File: src/common/axi_burst_pkg.sv
`default_nettype none

package axi_burst_pkg;

   // Data path geometry, fixed at 32 bits
   localparam int ADDR_W = 32;
   localparam int DATA_W = 32;
   localparam int STRB_W = DATA_W / 8;           // Bytes per beat
   localparam int OFFSET_W = $clog2(STRB_W);     // Byte lane bits of an address

   // AXI burst limits
   localparam int AXLEN_W = 8;
   localparam int MAX_BURST_BYTES = (1 << AXLEN_W) * STRB_W;  // 256 beats of 4 bytes
   localparam int BOUNDARY_BYTES = 4096;         // No burst may cross this
   localparam int BOUNDARY_W = $clog2(BOUNDARY_BYTES);

   // Transfer length in bytes
   localparam int LEN_W = 16;

   // Command opcodes as seen on the top-level port
   typedef enum logic [1:0] {
      OP_NOP      = 2'd0,
      OP_TRANSFER = 2'd1,
      OP_ABORT    = 2'd2
   } cmd_op_t;

   // Command decoder states
   typedef enum logic [1:0] {
      ST_IDLE  = 2'd0,
      ST_START = 2'd1,  // Controller loads the new transfer
      ST_RUN   = 2'd2   // Bursts are being issued
   } plan_state_t;

endpackage

`default_nettype wire

File: src/axi_burst_planner.sv
`timescale 1ns/1ps
`default_nettype none

module axi_burst_planner (
   input  wire logic                              clk_i,
   input  wire logic                              rst_i,
   input  wire logic                              cmd_valid_i,
   input  wire axi_burst_pkg::cmd_op_t            cmd_op_i,
   input  wire logic [axi_burst_pkg::ADDR_W-1:0]  cmd_addr_i,
   input  wire logic [axi_burst_pkg::LEN_W-1:0]   cmd_len_i,
   input  wire logic                              burst_accept_i,
   output logic                                   busy_o,
   output logic                                   cmd_error_o,
   output logic                                   burst_valid_o,
   output logic      [axi_burst_pkg::ADDR_W-1:0]  burst_addr_o,
   output logic      [axi_burst_pkg::AXLEN_W-1:0] burst_len_o,
   output logic      [axi_burst_pkg::STRB_W-1:0]  burst_first_strb_o,
   output logic      [axi_burst_pkg::STRB_W-1:0]  burst_last_strb_o,
   output logic                                   done_o
);
   import axi_burst_pkg::*;

   // Decoder side
   logic              transfer_start;
   logic              abort;
   logic [ADDR_W-1:0] xfer_addr;
   logic [LEN_W-1:0]  xfer_len;

   // Controller side
   logic [ADDR_W-1:0]  axaddr;
   logic [AXLEN_W-1:0] axlen;
   logic [STRB_W-1:0]  initial_strb;
   logic [STRB_W-1:0]  final_strb;
   logic               first_burst;
   logic               last_burst;

   // Issue side
   logic burst_start;
   logic finished;

   transfer_cmd_decode transfer_cmd_decode_inst (
      .clk_i       (clk_i),
      .rst_i       (rst_i),
      .cmd_valid_i (cmd_valid_i),
      .cmd_op_i    (cmd_op_i),
      .cmd_addr_i  (cmd_addr_i),
      .cmd_len_i   (cmd_len_i),
      .finished_i  (finished),
      .busy_o      (busy_o),
      .cmd_error_o (cmd_error_o),
      .start_o     (transfer_start),
      .abort_o     (abort),
      .addr_o      (xfer_addr),
      .len_o       (xfer_len)
   );

   axi_transfer_ctrl axi_transfer_ctrl_inst (
      .clk_i            (clk_i),
      .rst_i            (rst_i),
      .address_i        (xfer_addr),
      .length_i         (xfer_len),
      .transfer_start_i (transfer_start),
      .burst_start_i    (burst_start),
      .axaddr_o         (axaddr),
      .axlen_o          (axlen),
      .initial_strb_o   (initial_strb),
      .final_strb_o     (final_strb),
      .first_burst_o    (first_burst),
      .last_burst_o     (last_burst)
   );

   burst_issue burst_issue_inst (
      .clk_i              (clk_i),
      .rst_i              (rst_i),
      .start_i            (transfer_start),
      .abort_i            (abort),
      .burst_accept_i     (burst_accept_i),
      .axaddr_i           (axaddr),
      .axlen_i            (axlen),
      .initial_strb_i     (initial_strb),
      .final_strb_i       (final_strb),
      .first_burst_i      (first_burst),
      .last_burst_i       (last_burst),
      .burst_start_o      (burst_start),
      .finished_o         (finished),
      .burst_valid_o      (burst_valid_o),
      .burst_addr_o       (burst_addr_o),
      .burst_len_o        (burst_len_o),
      .burst_first_strb_o (burst_first_strb_o),
      .burst_last_strb_o  (burst_last_strb_o),
      .done_o             (done_o)
   );

endmodule

`default_nettype wire

File: src/burst_issue.sv
`timescale 1ns/1ps
`default_nettype none

module burst_issue (
   input  wire logic                              clk_i,
   input  wire logic                              rst_i,
   input  wire logic                              start_i,
   input  wire logic                              abort_i,
   input  wire logic                              burst_accept_i,
   input  wire logic [axi_burst_pkg::ADDR_W-1:0]  axaddr_i,
   input  wire logic [axi_burst_pkg::AXLEN_W-1:0] axlen_i,
   input  wire logic [axi_burst_pkg::STRB_W-1:0]  initial_strb_i,
   input  wire logic [axi_burst_pkg::STRB_W-1:0]  final_strb_i,
   input  wire logic                              first_burst_i,
   input  wire logic                              last_burst_i,
   output logic                                   burst_start_o,
   output logic                                   finished_o,
   output logic                                   burst_valid_o,
   output logic      [axi_burst_pkg::ADDR_W-1:0]  burst_addr_o,
   output logic      [axi_burst_pkg::AXLEN_W-1:0] burst_len_o,
   output logic      [axi_burst_pkg::STRB_W-1:0]  burst_first_strb_o,
   output logic      [axi_burst_pkg::STRB_W-1:0]  burst_last_strb_o,
   output logic                                   done_o
);
   import axi_burst_pkg::*;

   logic load_pending;  // Controller loads on start, its fields settle one cycle later
   logic accepted;
   logic single_beat;

   assign accepted      = burst_valid_o && burst_accept_i;
   assign burst_start_o = accepted;
   assign finished_o    = accepted && last_burst_i;

   // The controller holds its state until burst_start, so the
   // fields below stay steady while a burst waits for acceptance
   assign burst_addr_o = axaddr_i;
   assign burst_len_o  = axlen_i;

   assign single_beat = first_burst_i && last_burst_i && (axlen_i == '0);

   always_comb begin
      burst_first_strb_o = first_burst_i ? initial_strb_i : {STRB_W{1'b1}};
      burst_last_strb_o  = last_burst_i ? final_strb_i : {STRB_W{1'b1}};

      // One beat carries both the leading and the trailing lane limits
      if (single_beat) begin
         burst_first_strb_o = initial_strb_i & final_strb_i;
         burst_last_strb_o  = initial_strb_i & final_strb_i;
      end
   end

   always_ff @(posedge clk_i or posedge rst_i) begin
      if (rst_i) begin
         load_pending  <= 1'b0;
         burst_valid_o <= 1'b0;
         done_o        <= 1'b0;
      end else begin
         load_pending <= start_i && !abort_i;
         done_o       <= finished_o && !abort_i;  // An aborted transfer never reports done

         if (abort_i)
            burst_valid_o <= 1'b0;
         else if (load_pending)
            burst_valid_o <= 1'b1;
         else if (finished_o)
            burst_valid_o <= 1'b0;  // Between bursts valid just stays high
      end
   end

endmodule

`default_nettype wire

File: src/transfer_cmd_decode.sv
`timescale 1ns/1ps
`default_nettype none

module transfer_cmd_decode (
   input  wire logic                           clk_i,
   input  wire logic                           rst_i,
   input  wire logic                           cmd_valid_i,
   input  wire axi_burst_pkg::cmd_op_t         cmd_op_i,
   input  wire logic [axi_burst_pkg::ADDR_W-1:0] cmd_addr_i,
   input  wire logic [axi_burst_pkg::LEN_W-1:0]  cmd_len_i,
   input  wire logic                           finished_i,  // Last burst accepted
   output logic                                busy_o,
   output logic                                cmd_error_o,
   output logic                                start_o,
   output logic                                abort_o,
   output logic [axi_burst_pkg::ADDR_W-1:0]    addr_o,
   output logic [axi_burst_pkg::LEN_W-1:0]     len_o
);
   import axi_burst_pkg::*;

   plan_state_t state;
   logic        is_transfer;
   logic        is_abort;
   logic        len_zero;

   assign is_transfer = cmd_valid_i && (cmd_op_i == OP_TRANSFER);
   assign is_abort    = cmd_valid_i && (cmd_op_i == OP_ABORT);
   assign len_zero    = (cmd_len_i == '0);

   assign busy_o  = (state != ST_IDLE);
   assign start_o = (state == ST_START);  // One cycle, right after the accepting edge

   // Abort acts at the next edge, so it cannot wait for a register
   assign abort_o = is_abort && busy_o;

   always_ff @(posedge clk_i or posedge rst_i) begin
      if (rst_i) begin
         state       <= ST_IDLE;
         cmd_error_o <= 1'b0;
      end else begin
         cmd_error_o <= is_transfer && (busy_o || len_zero);

         case (state)
            ST_IDLE: begin
               if (is_transfer && !len_zero)
                  state <= ST_START;
            end
            ST_START: begin
               state <= abort_o ? ST_IDLE : ST_RUN;
            end
            ST_RUN: begin
               if (abort_o || finished_i)
                  state <= ST_IDLE;
            end
            default: state <= ST_IDLE;
         endcase
      end
   end

   // Command fields stay put for the whole transfer
   always_ff @(posedge clk_i) begin
      if ((state == ST_IDLE) && is_transfer && !len_zero) begin
         addr_o <= cmd_addr_i;
         len_o  <= cmd_len_i;
      end
   end

endmodule

`default_nettype wire

File: src/transfer_ctrl/axi_transfer_ctrl.sv
`timescale 1ns/1ps
`default_nettype none

// Walks a transfer burst by burst. Address and length inputs must hold
// for the whole transfer; the burst fields are combinational from the
// stored state and only move on transfer_start_i or burst_start_i
module axi_transfer_ctrl (
   input  wire logic                              clk_i,
   input  wire logic                              rst_i,
   input  wire logic [axi_burst_pkg::ADDR_W-1:0]  address_i,
   input  wire logic [axi_burst_pkg::LEN_W-1:0]   length_i,   // In bytes
   input  wire logic                              transfer_start_i,
   input  wire logic                              burst_start_i,
   output logic      [axi_burst_pkg::ADDR_W-1:0]  axaddr_o,   // Registered
   output logic      [axi_burst_pkg::AXLEN_W-1:0] axlen_o,
   output logic      [axi_burst_pkg::STRB_W-1:0]  initial_strb_o,
   output logic      [axi_burst_pkg::STRB_W-1:0]  final_strb_o,
   output logic                                   first_burst_o,
   output logic                                   last_burst_o
);
   import axi_burst_pkg::*;

   logic [LEN_W-1:0]    stored_len;     // Bytes not yet covered by a burst
   logic                first_q;
   logic [OFFSET_W-1:0] offset;

   logic [LEN_W:0]      span;           // Bytes from the aligned address to the end
   logic [LEN_W:0]      boundary_span;
   logic [LEN_W:0]      burst_span;
   logic [LEN_W:0]      beats_m1;

   logic [LEN_W:0]      end_byte;       // Transfer end, counted from the first beat
   logic [OFFSET_W-1:0] end_off;

   assign offset = address_i[OFFSET_W-1:0];

   // On the first burst the offset bytes ride along in front of the data.
   // Counting them into the span is the same as cutting the 1024-byte
   // limit and the boundary distance by the offset
   assign span = {1'b0, stored_len} + (first_q ? (LEN_W+1)'(offset) : '0);

   // Aligned address, so this is always a whole number of beats
   assign boundary_span = (LEN_W+1)'(BOUNDARY_BYTES)
                        - (LEN_W+1)'(axaddr_o[BOUNDARY_W-1:0]);

   always_comb begin
      burst_span = span;
      if (boundary_span < burst_span)
         burst_span = boundary_span;
      if ((LEN_W+1)'(MAX_BURST_BYTES) < burst_span)
         burst_span = (LEN_W+1)'(MAX_BURST_BYTES);
   end

   assign beats_m1 = (burst_span - 1'b1) >> OFFSET_W;  // Partial last beat rounds up
   assign axlen_o  = beats_m1[AXLEN_W-1:0];

   assign first_burst_o = first_q;
   assign last_burst_o  = (burst_span == span);

   always_ff @(posedge clk_i or posedge rst_i) begin
      if (rst_i) begin
         stored_len <= '0;
         first_q    <= 1'b0;
         axaddr_o   <= '0;
      end else if (transfer_start_i) begin
         stored_len <= length_i;
         first_q    <= 1'b1;
         axaddr_o   <= {address_i[ADDR_W-1:OFFSET_W], {OFFSET_W{1'b0}}};
      end else if (burst_start_i) begin
         // Whatever the burst did not cover is left for the next one
         stored_len <= LEN_W'(span - burst_span);
         first_q    <= 1'b0;
         axaddr_o   <= axaddr_o + ADDR_W'(burst_span);
      end
   end

   // Strobes depend only on the command, not on the burst being walked
   assign end_byte = {1'b0, length_i} + (LEN_W+1)'(offset);
   assign end_off  = end_byte[OFFSET_W-1:0];

   always_comb begin
      for (int i = 0; i < STRB_W; i++) begin
         // Lanes from the offset up, but no further than the transfer reaches
         initial_strb_o[i] = (i >= offset) && (i < end_byte);
         // A transfer ending on a beat edge fills its last beat
         final_strb_o[i]   = (end_off == '0) || (i < end_off);
      end
   end

endmodule

`default_nettype wire
File: config.mk
export PLATFORM = sky130hd
export DESIGN_NAME = axi_burst_planner
export DESIGN_NICKNAME = d
export VERILOG_FILES = /design/src/common/axi_burst_pkg.sv /design/src/axi_burst_planner.sv /design/src/burst_issue.sv /design/src/transfer_cmd_decode.sv /design/src/transfer_ctrl/axi_transfer_ctrl.sv
export SDC_FILE = /design/constraint.sdc
export NUM_CORES = 1
export LEC_CHECK = 0
export BUFFER_PORTS_ARGS = -buffer_cell sky130_fd_sc_hd__buf_2
export CORE_UTILIZATION = 50
export DETAILED_ROUTE_END_ITERATION = 8
export PLACE_DENSITY_LB_ADDON = 0.05
export RECOVER_POWER = 50
export SYNTH_ARGS = -nofsm -noshare
export SYNTH_HDL_FRONTEND = slang
export SYNTH_SLANG_ARGS = --single-unit
File: constraint.sdc
create_clock -name clk_i -period 8 [get_ports clk_i]
set_clock_uncertainty 0.05 [all_clocks]
set_input_delay 1.6 -clock clk_i [delete_from_list [all_inputs] [get_ports clk_i]]
set_output_delay 1.6 -clock clk_i [all_outputs]
set_load 0.005 [all_outputs]
* Word-level counts from Yosys, hierarchy flattened
Index checks and enable logic that the tools add are counted.
Word-level totals: RAM bits 0, memories kept 0, latch bits 0, logic and storage cells 87, output and inout port bits 52, flip-flop bits (word level) 103, memory bits (read-only) 0
Cells by class: muxes and demuxes 20, bitwise gates (word level) 1, magnitude comparators 12, add/sub/neg operators 6, shift operators 0, multiply operators 0, divide/modulo/power cells 0, equal/unequal tests 7, reductions and logical operators 31
Operators with widths (count):
- $mux 32 | 2
- $add 16x2->17 | 2
- $lt 1x17->1 const A | 2
- $lt 2x17->1 const A | 2
- $mux 17 | 2
- $add 32x17->32 | 1
- $mux 16 | 2
- $eq 17x17->1 | 1
- $lt 11x17->1 const A | 1
- $lt 17x17->1 | 1
- $logic_and 1x1->1 | 16
- $logic_not 16->1 | 1
- $mux 4 | 4
- $sub 16x16->16 | 1
- $sub 13x12->14 const A | 1
- $sub 10x1->10 const B | 1
- $logic_not 8->1 | 1
- $mux 2 | 4
- $pmux 2 s3 | 1
- $logic_or 1x1->1 | 5
- $mux 1 | 5
- $and 4x4->4 | 1
- $eq 2x1->1 const B | 2
- $eq 2x2->1 const B | 2
- other kinds (10) | 16

* Depth between registers and ports, before layout
depth in word-level cells 11, depth in mapped cells 28, gate-level depth less buffers 27

* Cells and area by module
Synthesis repeated with hierarchy kept, for this count alone.
Second synthesis, totals: cells, all modules 884, area total of the unflattened synthesis 7940.1 µm²
Modules (own cells, without submodules):
- axi_transfer_ctrl | instances 1, area each 5748.0 µm², cells an instance 747
- transfer_cmd_decode | instances 1, area each 1637.8 µm², cells an instance 68
- burst_issue | instances 1, area each 554.3 µm², cells an instance 69

* Least setup slack after synthesis
Ideal clock, no wire load.
kind register to output, from reg axi_transfer_ctrl_inst.first_q (netlist: axi_transfer_ctrl_inst.first_burst_o), to out burst_last_strb_o[1] in the netlist's numbering, stages on the path, launching flop included 26, data required time 6.350 ns, buffers on the path 3, arrival 5.725 ns, setup slack 0.625 ns, cells stage by stage dfrtp_1 and2_1 ha_1 inv_1 fa_1 nand4b_1 nor2_1 xor2_1 inv_1 ha_1 nand4_1 nor3b_1 a211oi_1 or4_4 buf_6 clkbuf_1 clkbuf_1 o21ai_0 nand2_1 ha_1 nand4_1 nor4_1 o211ai_1 a2111oi_4 a31oi_1 or2_1
On the way: longest elaborated chain between the ends 10, elaborated cells on any way between the ends 13, classes of those cells add/sub (2); order compare (2); eq/ne (1); mux (5); reduce/logical (3)
RTL lines:
- start, declared | line axi_transfer_ctrl.sv:24 | logic first_q;
- start signal, assigned | line axi_transfer_ctrl.sv:63 | first_q <= 1'b0;
- start signal, assigned | line axi_transfer_ctrl.sv:67 | first_q <= 1'b1;
- start signal, assigned | line axi_transfer_ctrl.sv:72 | first_q <= 1'b0;
- $mux 2 | line axi_transfer_ctrl.sv:40 | assign span = {1'b0, stored_len} + (first_q ? (LEN_W+1)'(offset) : '0);
- $add 16x2->17 | line axi_transfer_ctrl.sv:40
- $lt 17x17->1 | line axi_transfer_ctrl.sv:48 | if (boundary_span < burst_span)
- $mux 17 | line axi_transfer_ctrl.sv:48
- $lt 11x17->1 | line axi_transfer_ctrl.sv:50 | if ((LEN_W+1)'(MAX_BURST_BYTES) < burst_span)
- $mux 17 | line axi_transfer_ctrl.sv:50
- $sub 10x1->10 / $eq 17x17->1 (equally long branches) | line axi_transfer_ctrl.sv:54, axi_transfer_ctrl.sv:58
- $logic_not 8->1 / $logic_and 1x1->1 (equally long branches) | line burst_issue.sv:40 | assign single_beat = first_burst_i && last_burst_i && (axlen_i == '0);
- $logic_and 1x1->1 | line burst_issue.sv:40
- $mux 4 * | line burst_issue.sv:47 | if (single_beat) begin
- end, declared | line axi_burst_planner.sv:18 | output logic [axi_burst_pkg::STRB_W-1:0] burst_last_strb_o,
Mark *: on every way between the ends. The rest lies on a longest branch, timed or not.

* Worst setup path in the final report
from reg transfer_cmd_decode_inst.addr_o[0] in the netlist's numbering, to out burst_last_strb_o[1] in the netlist's numbering
On the way: longest elaborated chain between the ends 10, elaborated cells on any way between the ends 21, classes of those cells add/sub (3); order compare (5); eq/ne (1); mux (5); bitwise (1); reduce/logical (6)
RTL lines:
- start, declared | line transfer_cmd_decode.sv:16 | output logic [axi_burst_pkg::ADDR_W-1:0] addr_o,
- start signal, assigned | line transfer_cmd_decode.sv:63 | addr_o <= cmd_addr_i;
- $mux 2 | line axi_transfer_ctrl.sv:40
- $add 16x2->17 | line axi_transfer_ctrl.sv:40
- $lt 17x17->1 | line axi_transfer_ctrl.sv:48
- $mux 17 | line axi_transfer_ctrl.sv:48
- $lt 11x17->1 | line axi_transfer_ctrl.sv:50
- $mux 17 | line axi_transfer_ctrl.sv:50
- $sub 10x1->10 / $eq 17x17->1 (equally long branches) | line axi_transfer_ctrl.sv:54, axi_transfer_ctrl.sv:58
- $logic_not 8->1 / $logic_and 1x1->1 (equally long branches) | line burst_issue.sv:40
- $logic_and 1x1->1 | line burst_issue.sv:40
- $mux 4 * | line burst_issue.sv:47
Marks and branches as above.

==> results_dict.tcl <==
set metrics [dict create \
    synth_area_leaders "edfxtp_1 (19%), dfrtp_1 (18%), ha_1 (8.3%)" \
    violations "capacitance limit, slew limit" \
    num_vias 6981 \
    synth_top_area_share_pct 18.8 \
    place.port_buffers 105 \
    synthCells 873 \
    path_class "register to output pin" \
    min_path_cells 2 \
    grt_pass1_vias 6495 \
    syn2layout_area_growth_pct 17.7 \
    worstPathArrival_ps 6020 \
    synth_ff_type "dfrtp_1" \
    tightest_slew_ps 3110 \
    slew_violations 56 \
    finalSetupViolCount 0 \
    yosys_warnings 0 \
    r2r_end "axi_transfer_ctrl_inst.stored_len[14]" \
    syn_area_per_cell_um2 8.79 \
    diodes 0 \
    cpPeakStageDelay_ps 620 \
    hold_class "register to register" \
    ys_seq_area_share_pct 36.7 \
    start_kind "register" \
    ys_types 74 \
    cts_buffer_depth 2 \
    status "finished with violations" \
    placed_cells 1164 \
    cts_tree "built" \
    nNetsFinal 1109 \
    critPathBufInv 6 \
    reg2reg_from "transfer_cmd_decode_inst.addr_o[0]" \
    fmax_ghz 0.130 \
    synth-edff-count 48 \
    syn-cell-area_mm2 0.00768 \
    wire_per_inst_um 17.7 \
    finalCritPeriodShare_pct 95.9 \
    drive_gt1_share_pct 18.1 \
    drtAntennaViolNets 0 \
    ioPinCount 106 \
    drcViolationCount 0 \
    final-hold-violation-count 0 \
    die_area_mm2 0.0159 \
    r2r_cells 28 \
    worstHoldStart "transfer_cmd_decode_inst.addr_o[30]" \
    viasPerCell 5.87 \
    hpwl_um 16000 \
    critPathTopFamily "simple AND/OR/NAND/NOR gates" \
    synth_seq_cells 103 \
    dr.first_iter.drc_count 456 \
    initial_core_util_pct 52.0 \
    cp_max_fo 7 \
    final_cells 1189 \
    cts_root_buf "clkbuf_16" \
    rows 44 \
    leakagePower_uw 0.00372 \
    gp_congestion 0.963 \
    wirelength_um 21100 \
    die_height_um 126 \
    synthArstFlopShare_pct 53.4 \
    track_usage_pct 27.3 \
    cts_buffers 9 \
    power_density_mw_per_mm2 427 \
    min_to "axi_transfer_ctrl_inst.axaddr_o[30]" \
    clkTransAtPathRegs_ps 70 \
    ir_worst_vdd_v 0.000164 \
    ctsHtreeMaxLevel 3 \
    cts.sinks 103 \
    finalCriticalPeriod_ps 7670 \
    final_util_pct 61.3 \
    die_w_um 126 \
    grt_max_degree 74 \
    antenna_found_initial 0 \
    crit_path_top_delay_cell "or4_4" \
    regToRegSetupSlack_ps 1440 \
    yosys.area.top_type "edfxtp_1" \
    core_area_mm2 0.0148 \
    required_ps 6350 \
    drv_cap 1 \
    slew_headroom_pct -108 \
    grt_overflow 0 \
    drt-pass1-iter-count 5 \
    clk_latency_ps 360 \
    cts_hold_buf 0 \
    cp-end-kind "output pin" \
    grt_pass1_wl_um 34000 \
]
-- power by group --
part	internal [µW]	switching (µW)	total [µW]
Sequential	701	228	929
Combinational	1050	1420	2460
Clock	250	215	465
-- per-stage QoR --
step           total power [µW]  setup TNS [ps]  hold slack, ps  cell area [µm²]  worst slack, ps
3_5_place_dp               3250               0             388             8540             50.0
4_1_cts                    3730               0             406             8880             37.1
2_1_floorplan              2530               0             374             7710              625
6_report                   3860               0             403             9040              331
3_3_place_gp               3250               0             380             8540              242
5_1_grt                    4190           -6.55             425             9040            -6.55
-- cell families after synthesis --
| kind of cell | synth area share (%) |
|---|---|
| muxes | 1.22 |
| adders and majority gates | 9.36 |
| other | 0.0978 |
| buffers and inverters | 3.50 |
| and+or+nand+nor | 23.3 |
| xor gates and xnor gates | 7.42 |
| DFF | 36.7 |
| AOI/OAI and AO/OA | 18.4 |
-- timing repair --
item | 4_1_cts | 5_1_grt
gates cloned | 0 | 2
gates resized for setup | 4 | 30
endpoints found under the hold margin | 0 | 0
setup buffers | 1 | 6
pin swaps | 2 | 7
setup endpoints to repair | 7 | 7
-- layout make-up --
type	instances	area, µm²
well taps	184	230
fillers	1359	5720
clock buffers	9	225
flip-flops and latches	103	2820
inverters	36	135
repair buffers	139	752
clock inverters	7	88.8
multi-input cells	711	4790
-- layer usage --
| metal | track usage, % | wire length, µm | part of all wire, % |
|---|---|---|---|
| met5 | 0 | 0 | 0 |
| met4 | 7.87 | 364 | 1.7 |
| met3 | 3.74 | 1110 | 5.2 |
| met2 | 42.9 | 9530 | 45 |
| met1 | 39.3 | 10100 | 48 |
-- registers in the layout (all words and copies together), names as in the netlist --
name	flops
transfer_cmd_decode_inst.cmd_error_o	1
axi_transfer_ctrl_inst.stored_len	16
transfer_cmd_decode_inst.state	2
axi_transfer_ctrl_inst.first_burst_o	1
burst_issue_inst.load_pending	1
transfer_cmd_decode_inst.addr_o	32
axi_transfer_ctrl_inst.axaddr_o	32
burst_issue_inst.burst_valid_o	1
transfer_cmd_decode_inst.len_o	16
burst_issue_inst.done_o	1
-- worst register-to-register path: cells and delay by family, from the launching register on --
kind | cells | cell delay, ps
muxes | 1 | 250
xor gates and xnor gates | 2 | 330
buffers and inverters | 5 | 590
and+or+nand+nor | 8 | 1750
adders and majority gates | 5 | 1440
AOI/OAI and AO/OA | 7 | 1650
DFF | 1 | 400
-- cell usage after synthesis (8+ instances only) --
library cell and count:
nand2_1 109, a31oi_1 13, or3_1 14, a211oi_1 9
and3_1 13, nand3_1 27, dfrtp_1 55, edfxtp_1 48
nand2b_1 10, a21o_1 11, xor2_1 29, nor4_1 14
ha_1 51, clkbuf_1 22, nor2_1 71, nand4_1 19
nor3_1 21, o21ai_0 60, xnor2_1 36, a21oi_1 65
inv_1 35, mux2i_1 8, and2_1 16
-- placed cells by master (no fill, tap or decap), types with 6 or more instances in the layout --
| master | count |
|---|---|
| inv_1 | 35 |
| and3_1 | 13 |
| nor4_1 | 13 |
| clkbuf_1 | 21 |
| buf_4 | 31 |
| nand2b_1 | 10 |
| o21ai_0 | 54 |
| and2_1 | 15 |
| nor3_1 | 19 |
| nand3b_1 | 7 |
| clkbuf_16 | 9 |
| or3_1 | 14 |
| buf_2 | 85 |
| mux2i_1 | 8 |
| nor2_1 | 68 |
| o21bai_1 | 6 |
| ha_1 | 46 |
| a31oi_1 | 13 |
| nand3_1 | 27 |
| dfrtp_1 | 55 |
| a21o_1 | 11 |
| a211oi_1 | 7 |
| o211ai_1 | 7 |
| edfxtp_1 | 48 |
| conb_1 | 10 |
| a21oi_1 | 64 |
| xor2_1 | 27 |
| nand4_1 | 19 |
| nand2_1 | 109 |
| xnor2_1 | 34 |
-- how the worst max path moves through the flow --
stage                                         startpoint              endpoint  slack [ps]  cells past startpoint
floorplan           axi_transfer_ctrl_inst.first_burst_o  burst_last_strb_o[1]         630                     25
global placement      transfer_cmd_decode_inst.addr_o[0]  burst_last_strb_o[1]         240                     23
detailed placement    transfer_cmd_decode_inst.addr_o[0]  burst_last_strb_o[1]          50                     23
CTS                   transfer_cmd_decode_inst.addr_o[0]  burst_last_strb_o[1]          40                     24
global route          transfer_cmd_decode_inst.addr_o[0]  burst_last_strb_o[1]          -7                     26
finish                transfer_cmd_decode_inst.addr_o[0]  burst_last_strb_o[1]         330                     26
Power figures use the tool's default switching activity.
